**src/logic/modPkg.sv**
```systemverilog
package modPkg;

	// operation select with value 3 reserved
	typedef enum logic [1:0] {
		opAdd = 2'd0, // a + b
		opSub = 2'd1, // a - b
		opAcc = 2'd2  // acc + a
	} modOpE;

	localparam logic [1:0] opRsvd = 2'd3; // rejected on write

	// config word layout
	localparam int cfgWidth   = 4;
	localparam int cfgOpLsb   = 0; // op in bits 1..0
	localparam int cfgClrBit  = 2; // accumulator clear request
	localparam int cfgLoadBit = 3; // accumulator load from a

	// top level defaults
	localparam int defaultWidth = 8;
	localparam int defaultSpeed = 1; // brent-kung

endpackage
```
**src/logic/ModCfgIf.sv**
```systemverilog
`timescale 1ns/10ps

interface ModCfgIf #(
	parameter int width = modPkg::defaultWidth
);
	import modPkg::*;

	modOpE            op;       // current operation, level
	logic             accClr;   // one-cycle pulse
	logic             accLoad;  // one-cycle pulse
	logic [width-1:0] loadVal;  // a captured at the write
	logic             loadZero; // its zero flag

	modport cfg (
		output op, accClr, accLoad, loadVal, loadZero
	);

	modport unit (
		input op, accClr, accLoad, loadVal, loadZero
	);

endinterface

```
**src/logic/ModAluTop.sv**
```systemverilog
`timescale 1ns/10ps

module ModAluTop #(
	parameter int width = modPkg::defaultWidth,
	parameter int speed = modPkg::defaultSpeed
) (
	input  logic                        clk,
	input  logic                        rstN,
	input  logic                        cfgWe,
	input  logic [modPkg::cfgWidth-1:0] cfgData,
	input  logic                        inValid,
	input  logic [width-1:0]            aVal,
	input  logic                        aZero,
	input  logic [width-1:0]            bVal,
	input  logic                        bZero,
	output logic                        outValid,
	output logic [width-1:0]            resVal,
	output logic                        resZero
);

	ModCfgIf #(.width(width)) cfgBus ();

	ModCfgReg #(
		.width(width)
	) cfgReg (
		.clk    (clk),
		.rstN   (rstN),
		.cfgWe  (cfgWe),
		.cfgData(cfgData),
		.aVal   (aVal),    // load value comes from a
		.aZero  (aZero),
		.cfgBus (cfgBus.cfg)
	);

	ModResidueUnit #(
		.width(width),
		.speed(speed)
	) residue (
		.clk     (clk),
		.rstN    (rstN),
		.inValid (inValid),
		.aVal    (aVal),
		.aZero   (aZero),
		.bVal    (bVal),
		.bZero   (bZero),
		.cfgBus  (cfgBus.unit),
		.outValid(outValid),
		.resVal  (resVal),
		.resZero (resZero)
	);

endmodule

```
**src/logic/ModResidueUnit.sv**
```systemverilog
`timescale 1ns/10ps

module ModResidueUnit #(
	parameter int width = modPkg::defaultWidth,
	parameter int speed = modPkg::defaultSpeed
) (
	input  logic             clk,
	input  logic             rstN,
	input  logic             inValid,
	input  logic [width-1:0] aVal,    // diminished-one
	input  logic             aZero,
	input  logic [width-1:0] bVal,
	input  logic             bZero,
	ModCfgIf.unit            cfgBus,
	output logic             outValid,
	output logic [width-1:0] resVal,
	output logic             resZero
);
	import modPkg::*;

	logic             accMode;
	logic [width-1:0] acc;               // running residue
	logic             accZero;
	logic [width-1:0] secVal, opB, sum;  // second operand path
	logic             secZero, cancel;
	logic [width-1:0] nextVal;
	logic             nextZero;

	assign accMode = (cfgBus.op == opAcc);
	assign secVal  = accMode ? acc : bVal;   // b ignored when accumulating
	assign secZero = accMode ? accZero : bZero;
	assign opB     = (cfgBus.op == opSub) ? ~secVal : secVal; // -x is ~(x-1)
	assign cancel  = &(aVal ^ opB); // x + y == modulus

	AddMod2Np1 #(
		.width(width),
		.speed(speed)
	) adder (
		.A(aVal),
		.B(opB),
		.S(sum)
	);

	always_comb begin
		nextZero = 1'b0;
		nextVal  = sum;
		if (aZero) begin
			nextZero = secZero;                  // 0 + y
			nextVal  = secZero ? '0 : opB;
		end else if (secZero) begin
			nextVal = aVal;                      // x + 0
		end else if (cancel) begin
			nextZero = 1'b1;
			nextVal  = '0;
		end
	end

	always_ff @(posedge clk) begin
		if (!rstN) begin
			acc     <= '0;
			accZero <= 1'b1;
		end else if (cfgBus.accClr) begin
			acc     <= '0;
			accZero <= 1'b1;
		end else if (cfgBus.accLoad) begin
			acc     <= cfgBus.loadZero ? '0 : cfgBus.loadVal;
			accZero <= cfgBus.loadZero;
		end else if (inValid && accMode) begin
			acc     <= nextVal; // same edge as the output
			accZero <= nextZero;
		end
	end

	always_ff @(posedge clk) begin
		if (!rstN) outValid <= 1'b0;
		else       outValid <= inValid;
	end

	always_ff @(posedge clk) begin
		if (inValid) begin
			resVal  <= nextVal;
			resZero <= nextZero;
		end
	end

	zeroClean: assert property (@(posedge clk) disable iff (!rstN)
		outValid && resZero |-> resVal == '0)
		else $error("zero result with nonzero value");

	latencyOne: assert property (@(posedge clk) disable iff (!rstN)
		inValid |=> outValid)
		else $error("result missing one cycle after strobe");

	noSpurious: assert property (@(posedge clk) disable iff (!rstN)
		!inValid |=> !outValid)
		else $error("result without a strobe");

endmodule

```
**src/logic/ModCfgReg.sv**
```systemverilog
`timescale 1ns/10ps

module ModCfgReg #(
	parameter int width = modPkg::defaultWidth
) (
	input  logic                        clk,
	input  logic                        rstN,
	input  logic                        cfgWe,   // write strobe
	input  logic [modPkg::cfgWidth-1:0] cfgData,
	input  logic [width-1:0]            aVal,    // load source
	input  logic                        aZero,
	ModCfgIf.cfg                        cfgBus
);
	import modPkg::*;

	logic [1:0] opField;
	logic       clrReq, loadReq;

	assign opField = cfgData[cfgOpLsb +: 2];
	assign clrReq  = cfgData[cfgClrBit];
	assign loadReq = cfgData[cfgLoadBit];

	always_ff @(posedge clk) begin
		if (!rstN) begin
			cfgBus.op      <= opAdd;
			cfgBus.accClr  <= 1'b0;
			cfgBus.accLoad <= 1'b0;
		end else begin
			cfgBus.accClr  <= cfgWe & clrReq;
			cfgBus.accLoad <= cfgWe & loadReq & ~clrReq; // clear wins
			if (cfgWe && opField != opRsvd) begin
				cfgBus.op <= modOpE'(opField); // reserved code keeps old op
			end
		end
	end

	// load operand sampled with the write
	always_ff @(posedge clk) begin
		if (cfgWe) begin
			cfgBus.loadVal  <= aVal;
			cfgBus.loadZero <= aZero;
		end
	end

	opLegal: assert property (@(posedge clk) disable iff (!rstN)
		cfgBus.op != opRsvd)
		else $error("op register holds reserved code");

	pulseExcl: assert property (@(posedge clk) disable iff (!rstN)
		!(cfgBus.accClr && cfgBus.accLoad))
		else $error("accumulator clear and load together");

endmodule

```
**src/logic/AddMod2Np1.sv**
```systemverilog
`timescale 1ns/10ps

// diminished-one sum of two nonzero residues mod 2^width+1
module AddMod2Np1 #(
	parameter int width = modPkg::defaultWidth,
	parameter int speed = modPkg::defaultSpeed
) (
	input  logic [width-1:0] A, // diminished operands
	input  logic [width-1:0] B,
	output logic [width-1:0] S  // diminished sum
);

	logic [width-1:0] gIn, pIn;   // prefix inputs
	logic [width-1:0] gOut;       // carries
	logic [width-1:0] halfSum;    // a xor b
	logic             cIn, cOut;  // end-around pair

	assign gIn     = A & B;
	assign pIn     = A | B;
	assign halfSum = ~gIn & pIn;

	PrefixAndOrCendaround #(
		.width(width),
		.speed(speed)
	) prefix (
		.GI(gIn),
		.PI(pIn),
		.CI(cIn),
		.GO(gOut),
		.PO(),
		.CO(cOut)
	);

	// inverted carry out re-enters at bit 0
	assign cIn = ~cOut;

	assign S = halfSum ^ {gOut[width-2:0], cIn};

endmodule

```
**src/logic/PrefixAndOrCendaround.sv**
```systemverilog
`timescale 1ns/10ps

module PrefixAndOrCendaround #(
	parameter int width = modPkg::defaultWidth,
	parameter int speed = modPkg::defaultSpeed
) (
	input  logic [width-1:0] GI, // generate in
	input  logic [width-1:0] PI, // propagate in
	input  logic             CI, // end-around carry in
	output logic [width-1:0] GO, // carries incl. carry in
	output logic [width-1:0] PO,
	output logic             CO  // carry out without CI
);

	logic [width-1:0] gT, pT; // plain prefix result

	PrefixAndOr #(
		.width(width),
		.speed(speed)
	) prefix (
		.GI(GI),
		.PI(PI),
		.GO(gT),
		.PO(pT)
	);

	assign CO = gT[width-1]; // taken before CI so no loop

	// one extra and-or level folds in the carry in
	assign GO = gT | (pT & {width{CI}});
	assign PO = pT;

endmodule

```
**src/logic/PrefixAndOr.sv**
```systemverilog
`timescale 1ns/10ps

module PrefixAndOr #(
	parameter int width = modPkg::defaultWidth, // word width
	parameter int speed = modPkg::defaultSpeed  // 0 serial, 1 brent-kung, 2 sklansky
) (
	input  logic [width-1:0] GI, // generate in
	input  logic [width-1:0] PI, // propagate in
	output logic [width-1:0] GO, // prefix generate out
	output logic [width-1:0] PO  // prefix propagate out
);

	localparam int m = $clog2(width); // log depth of the trees

	if (speed == 2) begin : gSklansky
		// level l lives at bits [l*width +: width]
		logic [(m+1)*width-1:0] gT, pT;

		assign gT[width-1:0] = GI;
		assign pT[width-1:0] = PI;

		for (genvar l = 1; l <= m; l++) begin : gLvl
			for (genvar j = 0; j < width; j++) begin : gBit
				// upper half of each 2^l block takes the top of the lower half
				if (((j >> (l-1)) & 1) == 1) begin : gBlack
					localparam int src = ((j >> l) << l) + 2**(l-1) - 1;
					assign gT[l*width+j] = gT[(l-1)*width+j]
						| (pT[(l-1)*width+j] & gT[(l-1)*width+src]);
					assign pT[l*width+j] = pT[(l-1)*width+j] & pT[(l-1)*width+src];
				end else begin : gWhite
					assign gT[l*width+j] = gT[(l-1)*width+j]; // pass
					assign pT[l*width+j] = pT[(l-1)*width+j];
				end
			end
		end

		assign GO = gT[m*width +: width];
		assign PO = pT[m*width +: width];
	end else if (speed == 1) begin : gBrentKung
		localparam int depth = 2*m - 1; // up-sweep m levels, down-sweep m-1

		logic [(depth+1)*width-1:0] gT, pT;

		assign gT[width-1:0] = GI;
		assign pT[width-1:0] = PI;

		for (genvar l = 1; l <= depth; l++) begin : gLvl
			for (genvar j = 0; j < width; j++) begin : gBit
				localparam bit up = (l <= m);
				localparam int d  = up ? l : 2*m - l; // block exponent at this level
				// up-sweep merges block tops, down-sweep fills mid points
				localparam bit black = up ? (((j+1) % 2**d) == 0)
					: ((((j+1) % 2**d) == 2**(d-1)) && (j >= 2**d));

				if (black) begin : gBlack
					localparam int src = j - 2**(d-1);
					// proper generate merge
					assign gT[l*width+j] = gT[(l-1)*width+j]
						| (pT[(l-1)*width+j] & gT[(l-1)*width+src]);
					assign pT[l*width+j] = pT[(l-1)*width+j] & pT[(l-1)*width+src];
				end else begin : gWhite
					assign gT[l*width+j] = gT[(l-1)*width+j];
					assign pT[l*width+j] = pT[(l-1)*width+j];
				end
			end
		end

		assign GO = gT[depth*width +: width];
		assign PO = pT[depth*width +: width];
	end else begin : gSerial
		// ripple chain for the smallest area
		logic [width-1:0] gT, pT;

		assign gT[0] = GI[0];
		assign pT[0] = PI[0];

		for (genvar i = 1; i < width; i++) begin : gBit
			assign gT[i] = GI[i] | (PI[i] & gT[i-1]);
			assign pT[i] = PI[i] & pT[i-1];
		end

		assign GO = gT;
		assign PO = pT;
	end

endmodule

```
**config.mk**
```make
export PLATFORM = sky130hd
export DESIGN_NAME = ModAluTop
export DESIGN_NICKNAME = d
export VERILOG_FILES = /design/src/logic/modPkg.sv /design/src/logic/ModCfgIf.sv /design/src/logic/ModAluTop.sv /design/src/logic/ModResidueUnit.sv /design/src/logic/ModCfgReg.sv /design/src/logic/AddMod2Np1.sv /design/src/logic/PrefixAndOrCendaround.sv /design/src/logic/PrefixAndOr.sv
export SDC_FILE = /design/constraint.sdc
export NUM_CORES = 1
export LEC_CHECK = 0
export BUFFER_PORTS_ARGS = -buffer_cell sky130_fd_sc_hd__buf_2
export CAP_MARGIN = 20
export CORE_ASPECT_RATIO = 1.2
export CORE_MARGIN = 8
export CORE_UTILIZATION = 40
export CTS_BUF_LIST = sky130_fd_sc_hd__clkbuf_4 sky130_fd_sc_hd__clkbuf_8 sky130_fd_sc_hd__clkbuf_16
export CTS_CLUSTER_DIAMETER = 100
export DETAILED_ROUTE_END_ITERATION = 8
export PLACE_DENSITY = 0.64
export REMOVE_ABC_BUFFERS = 1
export SYNTH_ARGS = -nofsm -noshare
export SYNTH_HDL_FRONTEND = slang
export SYNTH_SLANG_ARGS = --single-unit
```
**constraint.sdc**
```tcl
create_clock -name clk -period 4.4 [get_ports clk]
set_clock_uncertainty 0.2 [all_clocks]
set_input_delay 0.44 -clock clk [delete_from_list [all_inputs] [get_ports clk]]
set_output_delay 0.44 -clock clk [all_outputs]
set_load 0.02 [all_outputs]
```
==> metrics.cfg <==
[run_status]
status = completed

[cells_and_area]
area_growth_pct = 14.23
fillers = 566
final_nets = 322
multi_input_area_mm2 = 0.001431
diodes = 0
seqCellArea_um2 = 820.8
layout-drive-gt1-share = 0.2305
fin_util = 0.4737
stdcell_area_mm2 = 0.002703

[route]
antenna_left = 0
vias_per_cell = 5.569
wl_met2_um = 3017
routed_wl_um = 6142
wl_met3_um = 349
drc_errors = 0
met1Wirelength_um = 2661
drt_iter0_drc = 145
top_layer = met4
dr.pass1.iters = 4
vias = 2016
post_drt_wl_per_cell_um = 16.97

[synthesis]
synth_area_mm2 = 0.002366
synth.avg_cell_area_um2 = 9.618
ys_seq_elements = 32
seq_area_frac_synth = 0.3469
async_flop_share = 0
synth_top_area_frac = 0.2285
synth_edf_count = 18
ys.warnings.count = 0
synth.distinct_cells = 62
synth_top_cells_by_count = 24 x nor2_1, 18 x a21oi_1, 18 x edfxtp_1
yosysTopAreaCell = edfxtp_1
synth_cells = 246
yosysMostFrequentCell = nor2_1
ys_top_cells_by_area = edfxtp_1 23%, dfxtp_1 12%, ha_1 7.4%, mux2i_1 5.1%, a21oi_1 3.8%
synthFlopType = edfxtp_1

[place]
post-dp-hpwl_um = 4794
portBuffers = 35
place_congestion = 0.9100
dpl_cell_area_mm2 = 0.002599
pre_cts_ws_ps = 772.5

[worst_setup_path]
critical_path_class = flop to flop
start_kind = flop
crit_path_end_kind = flop
worst-path-buf-inv = 1
worstPathRequired_ps = 4200
crit_slowest_cell = dfxtp_1
crit_fanout = 19
cpPeakStageDelay_ps = 770
cp.arrival_ps = 3460
path_delay_family = flip-flops
path_cells = mux2i_1 > inv_1 > ha_1 > nor2b_1 > or2_2 > o21ai_0 > and3_1 > fa_1 > xor2_1 > a221o_1 > a21boi_0

[pwr]
p_leak_uw = 0.001128
switchingPower_uw = 277.1
internal_power_uw = 610.0
pwr-share-seq = 0.400
p_comb_frac = 0.317
max-vdd-ir-drop_mv = 0.1012
power.share.clock = 0.283
p_per_area_mw_per_mm2 = 328.2
p_sw_frac = 0.3123

[sta]
maxSlewViolCount = 0
hold_viol = 0
max_freq_mhz = 273.2
period_minus_slack_ps = 3661
whs_ps = 187.8
rsz0062_at_grt = false
relSlewSlack = 0.5259
final.setup.worst_slack_ps = 739.2
fin_tns_setup_ps = 0
min_period_over_period = 0.8320
max_slew.worst_pin.slew_ps = 706.4
setup_viol = 0

[flow_run]
drv_cap = 0

[floorplan]
core_region_area_mm2 = 0.005705
io_pins = 36
start_util = 0.4147
dieArea_mm2 = 0.008643
dieHeight_um = 100.3
rows = 30
fp.dieW_um = 86.21

[clock_network]
clk_pin_slew_ps = 60
clockRootBuffer = clkbuf_8
cts_max_level = 2
max-clock-path-buffers = 2
cts_resized = 0
postCtsSetupBuffers = 0
cts_tree = yes
numClockSinks = 32
insertion_delay_ps = 270
cts_made_buffers = 5
hold_buffers = 0

[grt]
grtUsageTotal = 0.1467
antenna_found_initial = 0
grt_pass1_wl_um = 10140
grt_pass1_vias = 2086
overflow = 0
grt_max_degree = 25

[worst_hold_path]
min_path_type = primary input to flop

==> per-layer routing <==
layer,up-vias,GRT usage
li1,1003,-
met1,936,0.1678
met2,71,0.2534
met3,6,0.02617
met4,0,0.07570
met5,-,0
==> kinds of logic (layout without fill, tap and decap cells) <==
group                    count (synthesis)  count (layout)  synth area share
AO/OA/AOI/OAI                           68              68            0.2195
XOR/XNOR                                 9               9           0.03649
adder cells (fa/ha/maj)                 15              15           0.08250
buffers and inverters                   24              60           0.04812
flip-flops                              32              32            0.3469
multiplexers                            16              16           0.07245
AND/OR/NAND/NOR                         82              82            0.1941
==> final timing paths <==
path,start,endpoint,slack [ps],depth (start not counted)
worst min register to register,residue.accZero,residue.accZero,330,2
worst max register to register,cfgReg.cfgBus.op[1],residue.resVal[1],740,11
worst max-delay path,cfgReg.cfgBus.op[1],residue.resVal[1],740,11
worst min-delay path,aVal[5],cfgReg.cfgBus.loadVal[5],190,1
==> worst register-to-register path, cell delays in order, from the launching register on <==
cell and delay (ps):
dfxtp_1 770, mux2i_1 400, inv_1 80, ha_1 240, nor2b_1 270, or2_2 180
o21ai_0 80, and3_1 180, fa_1 380, xor2_1 170, a221o_1 310, a21boi_0 130
==> sequential cells by signal, indices dropped and copies added, names as in the netlist <==
name                    flops
residue.accZero             1
cfgReg.cfgBus.accLoad       1
cfgReg.cfgBus.op            2
residue.outValid            1
residue.acc                 8
cfgReg.cfgBus.accClr        1
residue.resVal              8
residue.resZero             1
cfgReg.cfgBus.loadZero      1
cfgReg.cfgBus.loadVal       8
==> placed cells by master, fill, tap and decap left out, types with 2 or more instances in the layout <==
master     instances
buf_2             35
nor2_1            24
a21oi_1           18
edfxtp_1          18
inv_1             15
ha_1              14
dfxtp_1           14
mux2i_1           12
nor2b_1           10
o21ai_0            9
nand2_1            7
clkbuf_8           7
nand2b_1           6
xor2_1             5
or3_1              5
or4_1              5
a22oi_1            4
nor3_1             4
nor4_1             4
o221a_2            4
xnor2_1            3
or2_2              3
nor3b_1            3
and3_1             2
nand4_1            2
a31oi_1            2
a2bb2oi_1          2
o311ai_0           2
mux2_2             2
o221ai_1           2
a31o_2             2
a221oi_1           2
a221o_1            2
o31ai_1            2
a211o_1            2
buf_4              2
==> per-stage QoR <==
step	std cells	total power (uW)
after floorplan	237	551.2
after global placement	354	637.5
after detailed placement	354	637.5
after CTS	362	888.6
after global routing	362	934.5
final	362	887.0
==> power groups by stage <==
stage	Sequential (uW)	Clock (uW)	Combinational, uW
global placement	362	0	276
detailed placement	361	0	276
global route	358	267	310
floorplan	376	0	175
finish	355	251	281
CTS	355	256	278
==> cell type report <==
type	instances	area share
Tap cell	80	0.03704
Clock buffer	8	0.03843
Timing Repair Buffer	37	0.07037
Sequential cell	32	0.3037
Inverter	15	0.02083
Multi-Input combinational cell	190	0.5296
Note: power is estimated with default switching activity, not from simulation.
